## config.mk

```make
export PLATFORM = sky130hd
export DESIGN_NAME = sync_fifo_ctrl
export DESIGN_NICKNAME = d
export VERILOG_FILES = /design/src/common/fifo_pkg.sv /design/src/common/fifo_req_if.sv /design/src/hw/fifo_wr_port.sv /design/src/hw/fifo_rd_port.sv /design/src/hw/fifo_level.sv /design/src/hw/sync_fifo_ctrl.sv
export SDC_FILE = /design/constraint.sdc
export NUM_CORES = 1
export LEC_CHECK = 0
export ABC_AREA = 1
export BUFFER_PORTS_ARGS = -buffer_cell sky130_fd_sc_hd__buf_2
export CAP_MARGIN = 20
export CORE_MARGIN = 2
export CORE_UTILIZATION = 51
export DETAILED_ROUTE_END_ITERATION = 6
export PLACE_DENSITY = 0.76
export SYNTH_ARGS = -nofsm -noshare
export SYNTH_HDL_FRONTEND = slang
export SYNTH_HIERARCHICAL = 1
export SYNTH_SLANG_ARGS = --single-unit
```

## constraint.sdc

```tcl
create_clock -name pos_clk -period 4.5 [get_ports pos_clk]
set_input_delay 0 -clock pos_clk [delete_from_list [all_inputs] [get_ports pos_clk]]
set_output_delay 0 -clock pos_clk [all_outputs]
set_load 0.01 [all_outputs]
```

## src/common/fifo_pkg.sv

```systemverilog
`default_nettype none

package fifo_pkg;

   // -------------------------------------------------------------------------
   // FIFO geometry
   // -------------------------------------------------------------------------
   localparam int FIFO_DEPTH = 16;                  // Entries in the external RAM
   localparam int ADDR_W     = 4;                   // RAM address bits
   localparam int LEVEL_W    = 5;                   // Holds 0 up to FIFO_DEPTH

   // -------------------------------------------------------------------------
   // Status thresholds
   // -------------------------------------------------------------------------
   localparam int AFULL_LEVEL  = 14;                // afull at or above this
   localparam int AEMPTY_LEVEL = 2;                 // aempty at or below this

   // Address into the RAM, wraps at FIFO_DEPTH
   typedef logic [ADDR_W-1:0] addr_t;

   // Occupancy, one more bit than the address so a full FIFO fits
   typedef logic [LEVEL_W-1:0] level_t;

endpackage

`default_nettype wire

```

## src/common/fifo_req_if.sv

```systemverilog
`default_nettype none

// Acceptance from the two request ports and registered status back to them
interface fifo_req_if;

   logic wr_acc;                                    // Write taken this cycle
   logic rd_acc;                                    // Read taken this cycle
   logic full;                                      // Registered, from fifo_level
   logic empty;                                     // Registered, from fifo_level

   // Write side decides on its own request against full
   modport wr_mp (
      output wr_acc,
      input  full
   );

   // Read side mirrors it against empty
   modport rd_mp (
      output rd_acc,
      input  empty
   );

   // Level tracker counts accepted requests and owns the status
   modport lvl_mp (
      input  wr_acc,
      input  rd_acc,
      output full,
      output empty
   );

endinterface

`default_nettype wire

```

## src/hw/fifo_wr_port.sv

```systemverilog
`default_nettype none

module fifo_wr_port (
   input  logic            pos_clk,
   input  logic            aresetn,
   input  logic            we_i,
   fifo_req_if.wr_mp       req,
   output logic            memwe_o,
   output fifo_pkg::addr_t memwaddr_o,
   output logic            wack_o,
   output logic            overflow_o
);

   logic wr_acc;

   // -------------------------------------------------------------------------
   // Acceptance, same cycle as the request
   // -------------------------------------------------------------------------
   // A write into a full FIFO is dropped here and only reported
   assign wr_acc     = we_i & ~req.full;
   assign req.wr_acc = wr_acc;
   assign memwe_o    = wr_acc;                      // RAM write strobe

   // -------------------------------------------------------------------------
   // Write address
   // -------------------------------------------------------------------------
   always_ff @(posedge pos_clk or negedge aresetn) begin
      if (!aresetn) begin
         memwaddr_o <= '0;
      end else if (wr_acc) begin
         if (memwaddr_o == fifo_pkg::addr_t'(fifo_pkg::FIFO_DEPTH - 1)) begin
            memwaddr_o <= '0;                       // Wrap at depth
         end else begin
            memwaddr_o <= memwaddr_o + 1'b1;
         end
      end
   end

   // -------------------------------------------------------------------------
   // Acknowledge and overflow strobes
   // -------------------------------------------------------------------------
   always_ff @(posedge pos_clk or negedge aresetn) begin
      if (!aresetn) begin
         wack_o     <= 1'b0;
         overflow_o <= 1'b0;
      end else begin
         wack_o     <= wr_acc;                      // One cycle after acceptance
         overflow_o <= we_i & req.full;             // Refused write
      end
   end

   // Full is only reported after a write this port passed to the RAM
   a_full_after_write : assert property (
      @(posedge pos_clk) disable iff (!aresetn)
      $rose(req.full) |-> $past(memwe_o)
   );

endmodule

`default_nettype wire

```

## src/hw/fifo_rd_port.sv

```systemverilog
`default_nettype none

module fifo_rd_port (
   input  logic            pos_clk,
   input  logic            aresetn,
   input  logic            re_i,
   fifo_req_if.rd_mp       req,
   output logic            memre_o,
   output fifo_pkg::addr_t memraddr_o,
   output logic            dvld_o,
   output logic            underflow_o
);

   logic rd_acc;

   // -------------------------------------------------------------------------
   // Acceptance, same cycle as the request
   // -------------------------------------------------------------------------
   assign rd_acc     = re_i & ~req.empty;           // Reads stop at empty
   assign req.rd_acc = rd_acc;
   assign memre_o    = rd_acc;

   // -------------------------------------------------------------------------
   // Read address
   // -------------------------------------------------------------------------
   // Holds the address of the next entry to leave the FIFO
   always_ff @(posedge pos_clk or negedge aresetn) begin
      if (!aresetn) begin
         memraddr_o <= '0;
      end else if (rd_acc) begin
         if (memraddr_o == fifo_pkg::addr_t'(fifo_pkg::FIFO_DEPTH - 1)) begin
            memraddr_o <= '0;
         end else begin
            memraddr_o <= memraddr_o + 1'b1;        // Next entry
         end
      end
   end

   // -------------------------------------------------------------------------
   // Data-valid and underflow strobes
   // -------------------------------------------------------------------------
   // Synchronous RAM returns data one cycle after the read enable
   always_ff @(posedge pos_clk or negedge aresetn) begin
      if (!aresetn) begin
         dvld_o      <= 1'b0;
         underflow_o <= 1'b0;
      end else begin
         dvld_o      <= rd_acc;
         underflow_o <= re_i & req.empty;           // Refused read
      end
   end

   // Empty only returns after a read this port passed to the RAM
   a_empty_after_read : assert property (
      @(posedge pos_clk) disable iff (!aresetn)
      $rose(req.empty) |-> $past(memre_o)
   );

endmodule

`default_nettype wire

```

## src/hw/fifo_level.sv

```systemverilog
`default_nettype none

module fifo_level (
   input  logic             pos_clk,
   input  logic             aresetn,
   fifo_req_if.lvl_mp       req,
   output fifo_pkg::level_t level_o,
   output logic             afull_o,
   output logic             aempty_o
);

   fifo_pkg::level_t level_q;                       // Current occupancy
   fifo_pkg::level_t level_nxt;                     // Occupancy after this edge
   logic             full_q;
   logic             empty_q;
   logic             full_nxt;
   logic             empty_nxt;
   logic             afull_nxt;
   logic             aempty_nxt;

   // -------------------------------------------------------------------------
   // Next occupancy
   // -------------------------------------------------------------------------
   // Write and read together leave the count unchanged
   always_comb begin
      case ({req.wr_acc, req.rd_acc})
         2'b10:   level_nxt = level_q + 1'b1;
         2'b01:   level_nxt = level_q - 1'b1;
         default: level_nxt = level_q;
      endcase
   end

   // Flags come from the next count so they line up with level_o
   assign full_nxt   = (level_nxt == fifo_pkg::level_t'(fifo_pkg::FIFO_DEPTH));
   assign empty_nxt  = (level_nxt == '0);
   assign afull_nxt  = (level_nxt >= fifo_pkg::level_t'(fifo_pkg::AFULL_LEVEL));
   assign aempty_nxt = (level_nxt <= fifo_pkg::level_t'(fifo_pkg::AEMPTY_LEVEL));

   // -------------------------------------------------------------------------
   // Registered count and status
   // -------------------------------------------------------------------------
   always_ff @(posedge pos_clk or negedge aresetn) begin
      if (!aresetn) begin
         level_q  <= '0;
         full_q   <= 1'b0;
         empty_q  <= 1'b1;                          // Starts empty
         afull_o  <= 1'b0;
         aempty_o <= 1'b1;
      end else begin
         level_q  <= level_nxt;
         full_q   <= full_nxt;
         empty_q  <= empty_nxt;
         afull_o  <= afull_nxt;
         aempty_o <= aempty_nxt;
      end
   end

   assign level_o   = level_q;
   assign req.full  = full_q;                       // Back to the write port
   assign req.empty = empty_q;                      // Back to the read port

   // -------------------------------------------------------------------------
   // Checks
   // -------------------------------------------------------------------------
   // Holds only if the write port honours full
   a_level_in_range : assert property (
      @(posedge pos_clk) disable iff (!aresetn)
      level_q <= fifo_pkg::level_t'(fifo_pkg::FIFO_DEPTH)
   );

   // A read counted on empty would wrap the occupancy
   a_no_read_on_empty : assert property (
      @(posedge pos_clk) disable iff (!aresetn)
      req.empty |-> !req.rd_acc
   );

endmodule

`default_nettype wire

```

## src/hw/sync_fifo_ctrl.sv

```systemverilog
`default_nettype none

module sync_fifo_ctrl (
   input  logic             pos_clk,
   input  logic             aresetn,
   input  logic             we_i,
   input  logic             re_i,
   output logic             full_o,
   output logic             afull_o,
   output logic             empty_o,
   output logic             aempty_o,
   output fifo_pkg::level_t level_o,
   output logic             wack_o,
   output logic             dvld_o,
   output logic             overflow_o,
   output logic             underflow_o,
   output logic             memwe_o,
   output logic             memre_o,
   output fifo_pkg::addr_t  memwaddr_o,
   output fifo_pkg::addr_t  memraddr_o
);

   // Acceptance and status between the ports and the level tracker
   fifo_req_if i_req ();

   // -------------------------------------------------------------------------
   // Request ports
   // -------------------------------------------------------------------------
   fifo_wr_port i_wr_port (
      .pos_clk    (pos_clk),
      .aresetn    (aresetn),
      .we_i       (we_i),
      .req        (i_req),
      .memwe_o    (memwe_o),
      .memwaddr_o (memwaddr_o),
      .wack_o     (wack_o),
      .overflow_o (overflow_o)
   );

   fifo_rd_port i_rd_port (
      .pos_clk     (pos_clk),
      .aresetn     (aresetn),
      .re_i        (re_i),
      .req         (i_req),
      .memre_o     (memre_o),
      .memraddr_o  (memraddr_o),
      .dvld_o      (dvld_o),
      .underflow_o (underflow_o)
   );

   // -------------------------------------------------------------------------
   // Level tracker
   // -------------------------------------------------------------------------
   fifo_level i_level (
      .pos_clk  (pos_clk),
      .aresetn  (aresetn),
      .req      (i_req),
      .level_o  (level_o),
      .afull_o  (afull_o),
      .aempty_o (aempty_o)
   );

   assign full_o  = i_req.full;                     // Same registers the ports see
   assign empty_o = i_req.empty;

endmodule

`default_nettype wire

```

# [Word-level counts from Yosys, hierarchy flattened]
# Index checks and enable logic that the tools add are counted.
[word_totals] register_bits=21
[classes] add_sub_neg=4 magnitude_cmp=2 n_eq_ne=5 mux=3 bitwise=6 reduce_logical=1
[op_table] op="$pmux W5 S2" count=1
[op_table] op="$add A4 B1 Y4 const B" count=2
[op_table] op="$eq A4 B4 Y1 const B" count=2
[op_table] op="$mux W4" count=2
[op_table] op="$add A5 B1 Y5 const B" count=1
[op_table] op="$eq A5 B5 Y1 const B" count=1
[op_table] op="$ge A5 B4 Y1 const B" count=1
[op_table] op="$le A5 B2 Y1 const B" count=1
[op_table] op="$logic_not A5 Y1" count=1
[op_table] op="$sub A5 B1 Y5 const B" count=1
[op_table] op="$and A1 B1 Y1" count=4
[op_table] op="$eq A2 B1 Y1 const B" count=1
[op_table] op="$eq A2 B2 Y1 const B" count=1
[op_table] op="$not A1 Y1" count=2

# [Logic depth before layout (Yosys ltp)]
# Gate-level depths: netlist (run 1).
[logic_depth] word_depth=5 mapped_depth=19

# [Cells and area by module]
# Netlist (run 1), hierarchy kept.
[modules_own_cells] mod="fifo_level" n_inst=1 cells_each=80 area_per_inst_um2=638.1
[modules_own_cells] mod="fifo_rd_port" n_inst=1 cells_each=32 area_per_inst_um2=277.8
[modules_own_cells] mod="fifo_wr_port" n_inst=1 cells_each=30 area_per_inst_um2=275.3

# [Worst setup path before layout (run 1)]
# Ideal clock, no wire load.
[synth_path] path_type="register -> register" startpoint="register i_level.full_q (netlist: i_level/req.full)" endpoint="register i_level.full_q (netlist: i_level/req.full)" arrival_time_ps=2126 required_ps=4429 slack_ps=2302 stages_incl_launch_ff=18 path_buffers=2 path_cell_list="dfrtp_1 > nor2_4 > buf_4 > inv_1 > ha_1 > buf_6 > nor2_2 > nor2_4 > ha_1 > inv_1 > nand2_4 > inv_1 > nand2_1 > nand3_2 > nand2_2 > nor2_1 > nand3_1 > nor2_1"
[synth_between] elab_chain_len=5
[synth_rtl] item="start: declaration" line="fifo_level.sv:14" source="logic full_q;"
[synth_rtl] item="start signal: assignment" line="fifo_level.sv:51" source="full_q <= full_nxt;"
[synth_rtl] item="$not A1 Y1 *" line="fifo_wr_port.sv:20" source="assign wr_acc = we_i & ~req.full;"
[synth_rtl] item="$and A1 B1 Y1 *" line="fifo_wr_port.sv:20"
[synth_rtl] item="net memwe_o" line="sync_fifo_ctrl.sv:17" source="output logic memwe_o,"
[synth_rtl] item="$eq A2 B1 Y1 / $eq A2 B2 Y1 (equally long branches)" line="fifo_level.sv:26" source="case ({req.wr_acc, req.rd_acc})"
[synth_rtl] item="$pmux W5 S2 *" line="fifo_level.sv:26"
[synth_rtl] item="net i_level.level_nxt[2]" line="fifo_level.sv:13" source="fifo_pkg::level_t level_nxt;"
[synth_rtl] item="$eq A5 B5 Y1 *" line="fifo_level.sv:34" source="assign full_nxt = (level_nxt == fifo_pkg::level_t'(fifo_pkg::FIFO_DEPTH));"
[synth_rtl] item="net i_level.full_nxt" line="fifo_level.sv:16" source="logic full_nxt;"
# Mark *: on every way through the listed nets, which the timed path passes. The rest lies on a longest branch.
# A chain may end at the register's enable or synchronous reset.

# [Worst setup path after layout (run 1)]
[layout_path] startpoint="register i_level.full_q (netlist: i_level/req.full)" endpoint="register i_level.full_q (netlist: i_level/req.full)"
[layout_between] elab_chain_len=5
[layout_rtl] item="$not A1 Y1 *" line="fifo_wr_port.sv:20"
[layout_rtl] item="$and A1 B1 Y1 *" line="fifo_wr_port.sv:20"
[layout_rtl] item="$eq A2 B1 Y1 / $eq A2 B2 Y1 (equally long branches)" line="fifo_level.sv:26"
[layout_rtl] item="$pmux W5 S2 *" line="fifo_level.sv:26"
[layout_rtl] item="net i_level.level_nxt[2]" line="fifo_level.sv:13"
[layout_rtl] item="$eq A5 B5 Y1 *" line="fifo_level.sv:34"
[layout_rtl] item="net i_level.full_nxt" line="fifo_level.sv:16"
# Marked as above.

==> results of run 1 <==
-- layout make-up --
cell class | instances | share of cell area (%)
inverters | 19 | 5.55
well taps | 28 | 2.55
flip-flops and latches | 21 | 38.4
repair buffers | 29 | 11.6
multi-input cells | 98 | 39.9
clock inverters | 1 | 0.364
clock buffers | 3 | 1.64
-- worst paths after layout --
check	startpoint	endpoint	slack (ps)
setup / recovery	i_level/req.full	i_level/req.full	2220
hold / removal	aresetn	i_wr_port/wack_o	160
setup reg to reg	i_level/req.full	i_level/req.full	2220
hold reg to reg	i_rd_port/memraddr_o[0]	i_rd_port/memraddr_o[0]	530
max in group asynchronous	aresetn	i_level/aempty_o	4000
min in group pos_clk	re_i	i_rd_port/underflow_o	440
-- state kept, by name, indices dropped and copies added (netlist names) --
name,count
i_wr_port/memwaddr_o,4
i_level/afull_o,1
i_level/aempty_o,1
i_level/req.empty,1
i_level/level_o,5
i_rd_port/dvld_o,1
i_level/req.full,1
i_rd_port/memraddr_o,4
i_rd_port/underflow_o,1
i_wr_port/overflow_o,1
i_wr_port/wack_o,1
-- cells in the final DEF (no fill, tap or decap), types with 2 or more instances in the layout --
master / instances
nand2_2: 9
nand2_4: 2
dfstp_2: 2
buf_2: 26
nand3_1: 9
inv_2: 4
o21ai_1: 2
a21oi_1: 3
dfrtp_1: 19
ha_1: 5
nand3_2: 4
o21ai_0: 3
clkbuf_4: 3
nand2_1: 40
nor2_1: 10
nor2_4: 3
inv_1: 14
xnor2_1: 2
dlygate4sd3_1: 3
-- critical path: cells and delay by family (launching register included) --
kind	cells	cell delay, ps
simple gates	10	1030
buf+inv	3	230
flops	1	460
fa+ha+maj	2	510
-- metal layers --
layer	vias up	track usage, %	wire (µm)
li1	496	-	-
met1	457	24.6	1030
met2	18	35.8	1160
met3	2	2.57	71
met4	0	8.55	32
met5	-	0	0
-- power groups by stage --
| stage | clock network (mW) | registers [mW] | logic [mW] |
|---|---|---|---|
| 3_5_place_dp | 0 | 0.367 | 0.544 |
| 4_1_cts | 0.0999 | 0.365 | 0.552 |
| 5_1_grt | 0.105 | 0.380 | 0.631 |
| 6_report | 0.0962 | 0.366 | 0.544 |
| 3_3_place_gp | 0 | 0.362 | 0.531 |
| 2_1_floorplan | 0 | 0.391 | 0.375 |
-- metrics by stage --
stage               util, %  worst slack [ps]
floorplan                 -              2300
finish                 62.2              2220
global placement       59.6              2300
CTS                    62.2              2200
global route           62.2              2000
detailed placement     59.6              2240
-- cells by family (layout without fill, tap and decap cells) --
logic type                 count (synthesis)  count (layout)  share of synthesized area (%)
xor gates and xnor gates                   3               3                           2.21
AOI/OAI and AO/OA                         10              10                           4.62
and+or+nand+nor                           80              80                           34.0
adders and majority gates                  5               5                           5.25
buffers and inverters                     23              52                           9.56
DFF                                       21              21                           44.3
==> impl_metrics.env, run 1 <==
export IMPL_outcome="complete, no violations"
export IMPL_portBuffers=26
export IMPL_path_common_cell="inv_1"
export IMPL_clock_latency_ps=320
export IMPL_synth_area_top_cells="dfrtp_1 (40%), nand2_1 (13%), ha_1 (5.3%)"
export IMPL_drt_iter0_drc=9
export IMPL_holdBufCountCts=3
export IMPL_yosysSeqAreaShare_pct=44.3
export IMPL_syn_cell_area_um2=1190
export IMPL_cellPowerDensity_nw_per_um2=731
export IMPL_vias=973
export IMPL_hold_viol=0
export IMPL_area_delta_synth_final_pct=15.5
export IMPL_multi_input_area_um2=549
export IMPL_netSwitchingPower_mw=0.481
export IMPL_p_sw_share_pct=47.8
export IMPL_yosysMostFrequentCell="nand2_1"
export IMPL_setup_viol=0
export IMPL_p_int_mw=0.525
export IMPL_synth_warnings=6
export IMPL_nets=181
export IMPL_cp_slowest_cell="dfrtp_1"
export IMPL_p_comb_share_pct=54.1
export IMPL_grt_total_usage_pct=20.3
export IMPL_hold_class="input pin to asynchronous set/reset pin"
export IMPL_reg2reg_depth=15
export IMPL_relSlewSlack_pct=69.6
export IMPL_grt_pass1_wl_um=4070
export IMPL_grt_max_degree=22
export IMPL_cts_sinks=21
export IMPL_synth_edff_count=0
export IMPL_worst_path_largest_cell_delay_ps=460
export IMPL_dpl_hpwl_um=1660
export IMPL_cts_max_path_buffers=2
export IMPL_fin_worst_skew_ps=1.73
export IMPL_cts_root_buf="clkbuf_4"
export IMPL_n_antenna_cell=0
export IMPL_design_core_area_um2=2210
export IMPL_rows=17
export IMPL_critPathMaxFanout=7
export IMPL_syn_inst=142
export IMPL_ctsHtreeMaxLevel=1
export IMPL_path_clk_slew_ps=120
export IMPL_first_global_vias=919
export IMPL_worstSetupEndpointType="register"
export IMPL_max_freq_ghz=0.439
export IMPL_tightest_slew_ps=456
export IMPL_whs_ps=155
export IMPL_p_clk_share_pct=9.6
export IMPL_drc_errors=0
export IMPL_setup_tns_ps=0
export IMPL_cts_tree="built"
export IMPL_startpoint_type="register"
export IMPL_pin_count=27
export IMPL_finish_instance_area_um2=1380
export IMPL_placed_cell_area_um2=1320
export IMPL_synth_top_cell_by_area="dfrtp_1"
export IMPL_die_area_um2=2740
export IMPL_avgSynthCellArea_um2=8.39
export IMPL_wl_um=2300
export IMPL_crit_type="register to register"
export IMPL_power_frac_seq_pct=36.4
export IMPL_drtAntennaViolNets=0
export IMPL_cts_buffers=3
export IMPL_initial_core_util_pct=53.8
export IMPL_fin_crit_ps=2280
export IMPL_ys_flop_type="dfrtp_1"
export IMPL_maxCapViolCount=0
export IMPL_synth_nets=151
export IMPL_min_period_over_period_pct=50.7
export IMPL_p_leak_nw=0.766
export IMPL_report_power_total_mw=1.01
export IMPL_layout_drive_gt1_share_pct=32.7
export IMPL_die_width_um=52.3
export IMPL_peakVddDrop_v=0.000375
export IMPL_ys_ff_latch=21
export IMPL_vias_per_cell=4.89
export IMPL_netlist_top_cells_count="nand2_1 (40), dfrtp_1 (19), inv_1 (14), nor2_1 (10)"
export IMPL_cp_cell_sequence="nor2_4 -> inv_1 -> ha_1 -> nor2_2 -> nor2_4 -> ha_1 -> inv_1 -> nand2_4 -> inv_1 -> nand2_1 -> nand3_2 -> nand2_2 -> nor2_1 -> nand3_1 -> nor2_1"
export IMPL_cp_arrival_ps=2540
export IMPL_seqCellArea_um2=528
export IMPL_fill_cells=193
export IMPL_gp_congestion=0.826
export IMPL_worstPathRequired_ps=4760
export IMPL_stdcell_count=199
export IMPL_cts_resized_gates=0
export IMPL_slew_violations=0
export IMPL_firstDrtPassIters=4
export IMPL_wire_per_inst_um=11.5
export IMPL_rsz0062_at_grt="false"
export IMPL_synthDistinctLibCells=25
export IMPL_synth_top_area_share_pct=39.9
export IMPL_placed_cells=192
export IMPL_ys_async_sr_fraction_pct=100
export IMPL_postCtsSetupBuffers=0
export IMPL_die_h_um=52.3
export IMPL_antenna_found_initial=0
export IMPL_grt_overflow_total=0
Power figures use the tool's default switching activity.
==> inputs of run 2 (changes only) <==
- clock period: 4.5 -> 2.3 ns (I/O delays scaled with it)
==> impl_metrics.env, run 2 (same netlist as run 1, synthesis figures left out) <==
export IMPL_worst_path_largest_cell_delay_ps=590
export IMPL_hold_viol=0
export IMPL_fin_worst_skew_ps=2.38
export IMPL_layout_drive_gt1_share_pct=32.9
export IMPL_worstPathRequired_ps=2500
export IMPL_worstSetupStartpoint="i_level/req.empty"
export IMPL_first_global_vias=911
export IMPL_finish_instance_area_um2=1390
export IMPL_final_common_cell="nand2_1"
export IMPL_reg2reg_to="i_level/afull_o"
export IMPL_antenna_found_initial=0
export IMPL_postCtsSetupBuffers=0
export IMPL_placed_cell_area_um2=1330
export IMPL_vias_per_cell=4.83
export IMPL_critPathMaxFanout=10
export IMPL_holdBufCountCts=3
export IMPL_pin_count=27
export IMPL_report_power_total_mw=1.97
export IMPL_path_depth=13
export IMPL_relSlewSlack_pct=69.1
export IMPL_wire_per_inst_um=11.3
export IMPL_design_core_area_um2=2210
export IMPL_cp_slowest_cell="dfstp_2"
export IMPL_startpoint_type="register"
export IMPL_portBuffers=26
export IMPL_slew_violations=0
export IMPL_fin_crit_ps=2100
export IMPL_path_clk_slew_ps=110
export IMPL_routed_wl_met2_um=1130
export IMPL_outcome="complete, no violations"
export IMPL_die_h_um=52.3
export IMPL_vias=971
export IMPL_gp_congestion=0.819
export IMPL_crit_end="i_level/afull_o"
export IMPL_largest_reg_flops=5
export IMPL_peakVddDrop_v=0.000966
export IMPL_cp_cell_sequence="nor2_4 -> ha_1 -> nor2_2 -> nor2_4 -> ha_1 -> inv_1 -> nand2_4 -> nand3_2 -> nand2_1 -> nand2_1 -> nand2_1 -> a21boi_1 -> nand2_1"
export IMPL_wl_um=2280
export IMPL_dr_wl_met3_um=113
export IMPL_worstSetupEndpointType="register"
export IMPL_path_buf_inv=1
export IMPL_cp_top_family="simple AND/OR/NAND/NOR gates"
export IMPL_area_delta_synth_final_pct=16.7
export IMPL_r2r_start="i_level/req.empty"
export IMPL_grt_pass1_wl_um=3720
export IMPL_cts_root_buf="clkbuf_4"
export IMPL_die_area_um2=2740
export IMPL_nets=183
export IMPL_min_period_over_period_pct=91.1
export IMPL_grt_overflow_total=0
export IMPL_firstDrtPassIters=4
export IMPL_final_cell_mix="nand2_1 (40), buf_2 (26), dfrtp_1 (19)"
export IMPL_path_common_cell="nand2_1"
export IMPL_ctsHtreeMaxLevel=1
export IMPL_p_leak_nw=0.773
export IMPL_n_antenna_cell=0
export IMPL_whs_ps=168
export IMPL_rows=17
export IMPL_setup_viol=0
export IMPL_cts_tree="built"
export IMPL_cts_resized_gates=0
export IMPL_cts_sinks=21
export IMPL_top_layer="met4"
export IMPL_hold_class="input pin to asynchronous set/reset pin"
export IMPL_cts_max_path_buffers=2
export IMPL_grt_total_usage_pct=18.2
export IMPL_cellPowerDensity_nw_per_um2=1420
export IMPL_clock_latency_ps=300
export IMPL_drtAntennaViolNets=0
export IMPL_max_freq_ghz=0.477
export IMPL_rsz0062_at_grt="false"
export IMPL_drt_iter0_drc=16
export IMPL_crit_type="register to register"
export IMPL_drc_errors=0
export IMPL_initial_core_util_pct=53.8
export IMPL_dpl_hpwl_um=1770
export IMPL_grt_max_degree=22
export IMPL_reg2reg_depth=13
export IMPL_reg2reg_slack_ps=200
export IMPL_final_core_util_pct=62.8
export IMPL_tightest_slew_ps=464
export IMPL_die_width_um=52.3
export IMPL_cts_buffers=3
export IMPL_met1Wirelength_um=997
export IMPL_maxCapViolCount=0
export IMPL_setup_tns_ps=0
export IMPL_cp_arrival_ps=2290
==> run 2: cell count changes in the layout (fill, tap and decap cells not counted), sizes merged <==
cell | previous run | this run
buf | 26 | 28
clkbuf | 3 | 4
clkinv | 2 | 1
==> run 2: area by class of cell <==
| class | instances | area (µm²) |
|---|---|---|
| clock buffer | 4 | 26.3 |
| fill | 189 | 822 |
| sequential | 21 | 528 |
| timing repair buffer | 31 | 175 |
| tap | 28 | 35.0 |
| inverter | 19 | 76.3 |
| multi-input combinational | 98 | 549 |
==> run 2: metal layers <==
metal,GRT usage (%),vias to the layer above
li1,-,500
met1,21.1,440
met2,32.7,24
met3,5.43,7
met4,4.27,0
met5,0,-
==> run 2: worst reg2reg max path, delay by kind of cell, from the launching register on <==
family	cells	cell delay, ps
AOI/OAI and AO/OA	1	190
adders and majority gates	2	410
buffers and inverters	1	90
DFF	1	590
and+or+nand+nor	9	730
==> run 2: worst min-delay path by stage <==
stage,from,end,slack [ps],depth (start not counted)
2_1_floorplan,aresetn,i_level/afull_o,-300,0
3_3_place_gp,aresetn,i_wr_port/memwaddr_o[2],-30,1
3_5_place_dp,aresetn,i_wr_port/memwaddr_o[2],-20,1
4_1_cts,aresetn,i_wr_port/memwaddr_o[2],180,2
5_1_grt,aresetn,i_wr_port/memwaddr_o[2],200,2
6_report,aresetn,i_wr_port/memwaddr_o[2],170,2
==> run 2: power by group <==
part | total, mW | switching, mW | leakage (nW) | internal [mW]
Sequential | 0.711 | 0.175 | 0.255 | 0.537
Clock | 0.174 | 0.107 | 0.0150 | 0.0677
Combinational | 1.08 | 0.649 | 0.503 | 0.435
Total | 1.97 | 0.931 | 0.773 | 1.04
==> run 2: stage by stage <==
| step | worst slack (ps) | std cells |
|---|---|---|
| 2_1_floorplan | 102 | 142 |
| 3_3_place_gp | 289 | 194 |
| 3_5_place_dp | 219 | 194 |
| 4_1_cts | 198 | 201 |
| 5_1_grt | 45.4 | 201 |
| 6_report | 204 | 201 |
